**src/common/ntt_pkg.sv**
```systemverilog
package ntt_pkg;

    // kyber ring parameters
    localparam int Q      = 3329;
    localparam int N      = 256;
    localparam int LAYERS = 7;
    localparam int COEF_W = 12;
    localparam int IDX_W  = 8;

    typedef logic [COEF_W-1:0] coef_t;

    // one issued group of butterflies
    typedef struct packed {
        logic       valid;
        logic [2:0] layer;
        logic [6:0] group_base;
    } bfu_cmd_t;

    typedef enum logic [1:0] {
        ST_LOAD,
        ST_COMPUTE,
        ST_DRAIN,
        ST_UNLOAD
    } ctrl_state_t;

    // 17 to the power bitrev7(idx), mod q
    function automatic coef_t zeta_of(input logic [6:0] idx);
        logic [6:0]  rev;
        int unsigned acc;
        for (int b = 0; b < 7; b++) begin
            rev[b] = idx[6-b];
        end
        acc = 1;
        // fixed trip count keeps the loop constant for elaboration
        for (int e = 0; e < 128; e++) begin
            if (e < int'(rev)) begin
                acc = (acc * 17) % Q;
            end
        end
        return coef_t'(acc);
    endfunction

    // lower index of butterfly k in a layer
    // upper index is this plus 128 >> layer
    function automatic logic [IDX_W-1:0] pair_lo_index(
        input logic [2:0] layer,
        input logic [6:0] k
    );
        logic [IDX_W-1:0] half;
        logic [IDX_W-1:0] low_mask;
        logic [IDX_W-1:0] kk;
        half     = IDX_W'(128) >> layer;
        low_mask = half - 1'b1;
        kk       = {1'b0, k};
        // block number moves up one bit, offset stays
        return ((kk & ~low_mask) << 1) | (kk & low_mask);
    endfunction

endpackage
```
**src/ntt_core/ntt_ctrl.sv**
```systemverilog
`timescale 1ns/1ps

module ntt_ctrl import ntt_pkg::*; #(
    parameter int NUM_BFU = 8
) (
    input  logic             i_clk,
    input  logic             i_rst,
    input  logic             i_in_valid,
    output logic             o_load_en,
    output logic [IDX_W-1:0] o_addr,
    output bfu_cmd_t         o_cmd,
    output logic             o_valid
);

    localparam logic [6:0]       GROUP_STEP = 7'(NUM_BFU);
    localparam logic [6:0]       LAST_BASE  = 7'(128 - NUM_BFU);
    localparam logic [2:0]       LAST_LAYER = 3'(LAYERS - 1);
    localparam logic [IDX_W-1:0] LAST_IDX   = IDX_W'(N - 1);

    ctrl_state_t      state;
    logic [IDX_W-1:0] idx;
    logic [2:0]       layer;
    logic [6:0]       group_base;

    // strobes outside load are dropped here
    assign o_load_en = (state == ST_LOAD) && i_in_valid;
    assign o_valid   = (state == ST_UNLOAD);

    // one counter serves both load and unload
    assign o_addr = idx;

    always_comb begin
        o_cmd.valid      = (state == ST_COMPUTE);
        o_cmd.layer      = layer;
        o_cmd.group_base = group_base;
    end

    always_ff @(posedge i_clk or posedge i_rst) begin
        if (i_rst) begin
            state      <= ST_LOAD;
            idx        <= '0;
            layer      <= '0;
            group_base <= '0;
        end else begin
            case (state)
                ST_LOAD: begin
                    if (i_in_valid) begin
                        idx <= idx + 1'b1;
                        if (idx == LAST_IDX) begin
                            state <= ST_COMPUTE;
                        end
                    end
                end

                ST_COMPUTE: begin
                    // wraps back to zero after the last group
                    group_base <= group_base + GROUP_STEP;
                    if (group_base == LAST_BASE) begin
                        state <= ST_DRAIN;
                    end
                end

                // lets the last write-back of the layer land
                ST_DRAIN: begin
                    if (layer == LAST_LAYER) begin
                        layer <= '0;
                        state <= ST_UNLOAD;
                    end else begin
                        layer <= layer + 1'b1;
                        state <= ST_COMPUTE;
                    end
                end

                ST_UNLOAD: begin
                    idx <= idx + 1'b1;
                    if (idx == LAST_IDX) begin
                        state <= ST_LOAD;
                    end
                end

                default: begin
                    state <= ST_LOAD;
                end
            endcase
        end
    end

endmodule

```
**config.mk**
```make
export PLATFORM = sky130hd
export DESIGN_NAME = ntt_ctrl
export DESIGN_NICKNAME = d
export VERILOG_FILES = /design/src/common/ntt_pkg.sv /design/src/ntt_core/ntt_ctrl.sv
export SDC_FILE = /design/constraint.sdc
export NUM_CORES = 1
export LEC_CHECK = 0
export BUFFER_PORTS_ARGS = -buffer_cell sky130_fd_sc_hd__buf_2
export CORE_AREA = 2 2 48 45
export DETAILED_ROUTE_END_ITERATION = 12
export DIE_AREA = 0 0 50 47
export PLACE_DENSITY = 0.81
export RECOVER_POWER = 25
export SYNTH_ARGS = -nofsm -noshare
export SYNTH_HDL_FRONTEND = slang
export SYNTH_SLANG_ARGS = --single-unit
```
**constraint.sdc**
```tcl
create_clock -name i_clk -period 1.63 [get_ports i_clk]
set_input_delay 0.0815 -clock i_clk [delete_from_list [all_inputs] [get_ports i_clk]]
set_output_delay 0.0815 -clock i_clk [all_outputs]
set_load 0.1 [all_outputs]
```
==> results.py <==
metrics = {
    "setup_path": {
        "cp-end-kind": "output port",
        "critical_path.cell_chain": "nor2b_1 -> buf_4 -> buf_12",
        "path_class": "reg2out",
        "slowest_stage": "dfrtp_1",
        "max_stage_delay_ps": 480,
        "crit_fanout": 7,
        "cp.required_ps": 1550,
        "startpoint_type": "register",
        "cp.arrival_ps": 1490,
    },
    "logic_synthesis": {
        "yosys_warnings": 0,
        "muxShareOfSynthArea_pct": 4.37,
        "synth_edf_count": 0,
        "netlist_area_sq_um": 858,
        "async_flop_share_pct": 100,
        "synth-compound-area-share_pct": 11.7,
        "synthSimpleGateAreaFrac_pct": 15.0,
        "syn_avg_cell_area_sq_um": 11.6,
        "synth_fa_ha_area_share_pct": 2.92,
        "seq_area_frac_synth_pct": 49.6,
        "ys_seq_elements": 17,
        "synth_top_family_by_area": "simple AND/OR/NAND/NOR gates",
        "synth_cell_types": 32,
        "synth_xor_area_share_pct": 10.2,
        "syn_inst": 74,
        "synth_flop_cell": "dfrtp_1",
    },
    "floorplanning": {
        "pin_count": 24,
        "start_util_pct": 46.2,
        "fp.dieH_um": 47,
        "dieWidth_um": 50,
        "die_area_sq_mm": 0.00235,
        "rows": 15,
        "core_sq_mm": 0.00186,
    },
    "timing": {
        "setup_viol": 0,
        "hold_violations": 0,
        "fin_skew_ps": 2.19,
        "max_slew.worst_pin.slew_ps": 626,
        "setup_tns_ps": 0,
        "final_min_period_over_clock_period_pct": 96.1,
        "fin_crit_ps": 1570,
        "finalMaxSlewViolations": 0,
        "rsz0062_at_grt": "no",
        "maxSlewHeadroom_pct": 58.2,
        "max_freq_mhz": 638,
    },
    "detailed_routing": {
        "antenna_left": 0,
        "dr.pass1.iters": 4,
        "routed_wl_mm": 1.54,
        "viasPerCell": 5.08,
        "wl_per_cell_um": 12.2,
        "drc": 0,
        "drt_iter0_markers": 8,
        "vias": 640,
    },
    "clocking": {
        "cts.sinks": 17,
        "clk_pin_slew_ps": 100,
        "clockBufferDepth": 2,
        "cts_resized": 0,
        "clk_root_buffer_cell": "clkbuf_4",
        "worstSkewPairLatency_ps": 290,
        "cts_tree": "built",
        "h-tree-depth": 1,
        "numCtsBuffers": 3,
    },
    "placement": {
        "gp_congestion": 0.722,
        "place_area_sq_mm": 0.00102,
        "dp_hpwl_mm": 1.17,
        "io_buffers": 20,
    },
    "global_routing": {
        "grt_pass1_vias": 533,
        "grt_antenna_before_repair": 0,
        "grt_pass1_wl_mm": 2.40,
        "grt_overflow": 0,
        "grt_max_degree": 18,
        "track_usage_pct": 14.1,
    },
    "run_status": {
        "outcome": "complete, no violations",
    },
    "pwr": {
        "powerDensity_mw_per_mm2": 646,
        "peakVddDrop_mv": 0.460,
        "leakagePower_uw": 0.000508,
    },
    "layout": {
        "areaGrowthSynthToFinish_pct": 27.0,
        "fillers": 160,
        "regArea_sq_um": 437,
        "diodes": 0,
        "finalNetCount": 107,
        "drive_gt1_share_pct": 42.6,
        "multiInputGateArea_sq_um": 390,
        "fin_area_sq_mm": 0.00109,
    },
    "flow_run": {
        "cap_viol_max_count": 0,
    },
    "hold_path": {
        "holdCritPathClass": "in2reg",
    },
}
==> cells in the final DEF, fill, tap and decap left out, types with 2 or more instances in the layout <==
| cell type | instances |
|---|---|
| buf_4 | 5 |
| o21ai_0 | 3 |
| and3_1 | 2 |
| buf_12 | 3 |
| dfrtp_1 | 8 |
| nand4_1 | 2 |
| mux2_2 | 2 |
| and2_1 | 2 |
| clkbuf_4 | 3 |
| ha_1 | 2 |
| o2111ai_1 | 2 |
| xnor2_1 | 9 |
| o211ai_1 | 3 |
| dfrtp_2 | 9 |
| conb_1 | 3 |
| buf_2 | 17 |
| nand2_1 | 4 |
| inv_1 | 3 |
| nor2_1 | 2 |
==> sequential cells by signal, indices dropped and copies added, names as in the netlist <==
register and cells:
o_addr 8, group_base 4, layer 3, state 2
==> power by group <==
group / switching, uW / leakage [uW] / internal [uW]
clock network: 132 / 0.0000177 / 91.4
registers: 1.36 / 0.000195 / 423
logic: 49.5 / 0.000295 / 6.36
==> cell families (layout without fill, tap and decap cells) <==
| logic type | after synthesis | in the layout |
|---|---|---|
| simple gates | 19 | 19 |
| flops | 17 | 17 |
| compound gates | 14 | 14 |
| xor+xnor | 10 | 10 |
| buf+inv | 8 | 33 |
| mux | 3 | 3 |
| fa+ha+maj | 2 | 2 |
| other cells | 1 | 3 |
==> layer usage <==
| layer | wire, um | vias to the layer above | track usage, % |
|---|---|---|---|
| met5 | 0 | - | 0 |
| met4 | 6 | 0 | 3.33 |
| met3 | 68 | 2 | 4.78 |
| met2 | 751 | 15 | 24.7 |
| met1 | 715 | 313 | 17.0 |
| li1 | - | 310 | - |
==> worst paths after layout <==
kind                                       start                    end  slack [ps]  cells past startpoint
setup / recovery            state[0]$_DFFE_PP0P_              o_cmd[10]          60                      3
hold / removal                        i_in_valid   state[0]$_DFFE_PP0P_         130                      3
setup reg to reg            state[1]$_DFFE_PP0P_  o_addr[1]$_DFFE_PP0P_         150                      4
hold reg to reg            o_addr[5]$_DFFE_PP0P_  o_addr[5]$_DFFE_PP0P_         480                      1
max in group asynchronous                  i_rst  o_addr[5]$_DFFE_PP0P_         790                      3
min in group asynchronous                  i_rst  o_addr[0]$_DFFE_PP0P_         400                      3
==> critical path, delay by kind of cell (launching register included) <==
kind                   cells  cell delay (ps)
DFF                        1              480
and+or+nand+nor            1              330
buffers and inverters      2              370
==> synthesized netlist by cell type, types with 2 or more instances <==
library cell | instances | area, sq um
nand4_1 | 2 | 12.5
nand2_1 | 4 | 15.0
nor2_1 | 2 | 7.51
dfrtp_1 | 17 | 425
and3_1 | 2 | 12.5
ha_1 | 2 | 25.0
mux2_2 | 2 | 22.5
o21ai_0 | 3 | 15.0
buf_4 | 3 | 22.5
o211ai_1 | 3 | 22.5
and2_1 | 2 | 12.5
xnor2_1 | 9 | 78.8
o2111ai_1 | 2 | 17.5
inv_1 | 3 | 11.3
==> repair_timing <==
| action | 4_1_cts | 5_1_grt |
|---|---|---|
| buffers inserted | 0 | 4 |
| hold endpoints to repair | 17 | 0 |
| hold buffers | 1 | 0 |
| endpoints found under the setup margin | 0 | 1 |
==> final cells by class <==
| class | count | share of cell area [%] |
|---|---|---|
| sequential | 17 | 40.1 |
| timing repair buffer | 26 | 17.7 |
| multi-input combinational | 51 | 35.8 |
| clock inverter | 1 | 0.459 |
| clock buffer | 3 | 2.07 |
| inverter | 3 | 1.03 |
| tap | 25 | 2.87 |
==> per-stage QoR <==
step | worst slack [ps] | utilization [%] | std cells | power (uW) | hold WS, ps
global route | 4.19 | 58.7 | 126 | 727 | 121
finish | 63.0 | 58.7 | 126 | 704 | 129
global placement | 260 | 55.0 | 117 | 487 | 192
floorplan | -372 | - | 76 | 486 | 6.95
detailed placement | 213 | 55.0 | 117 | 487 | 197
CTS | 71.3 | 57.0 | 122 | 710 | 109
(Power assumes the default switching activity.)
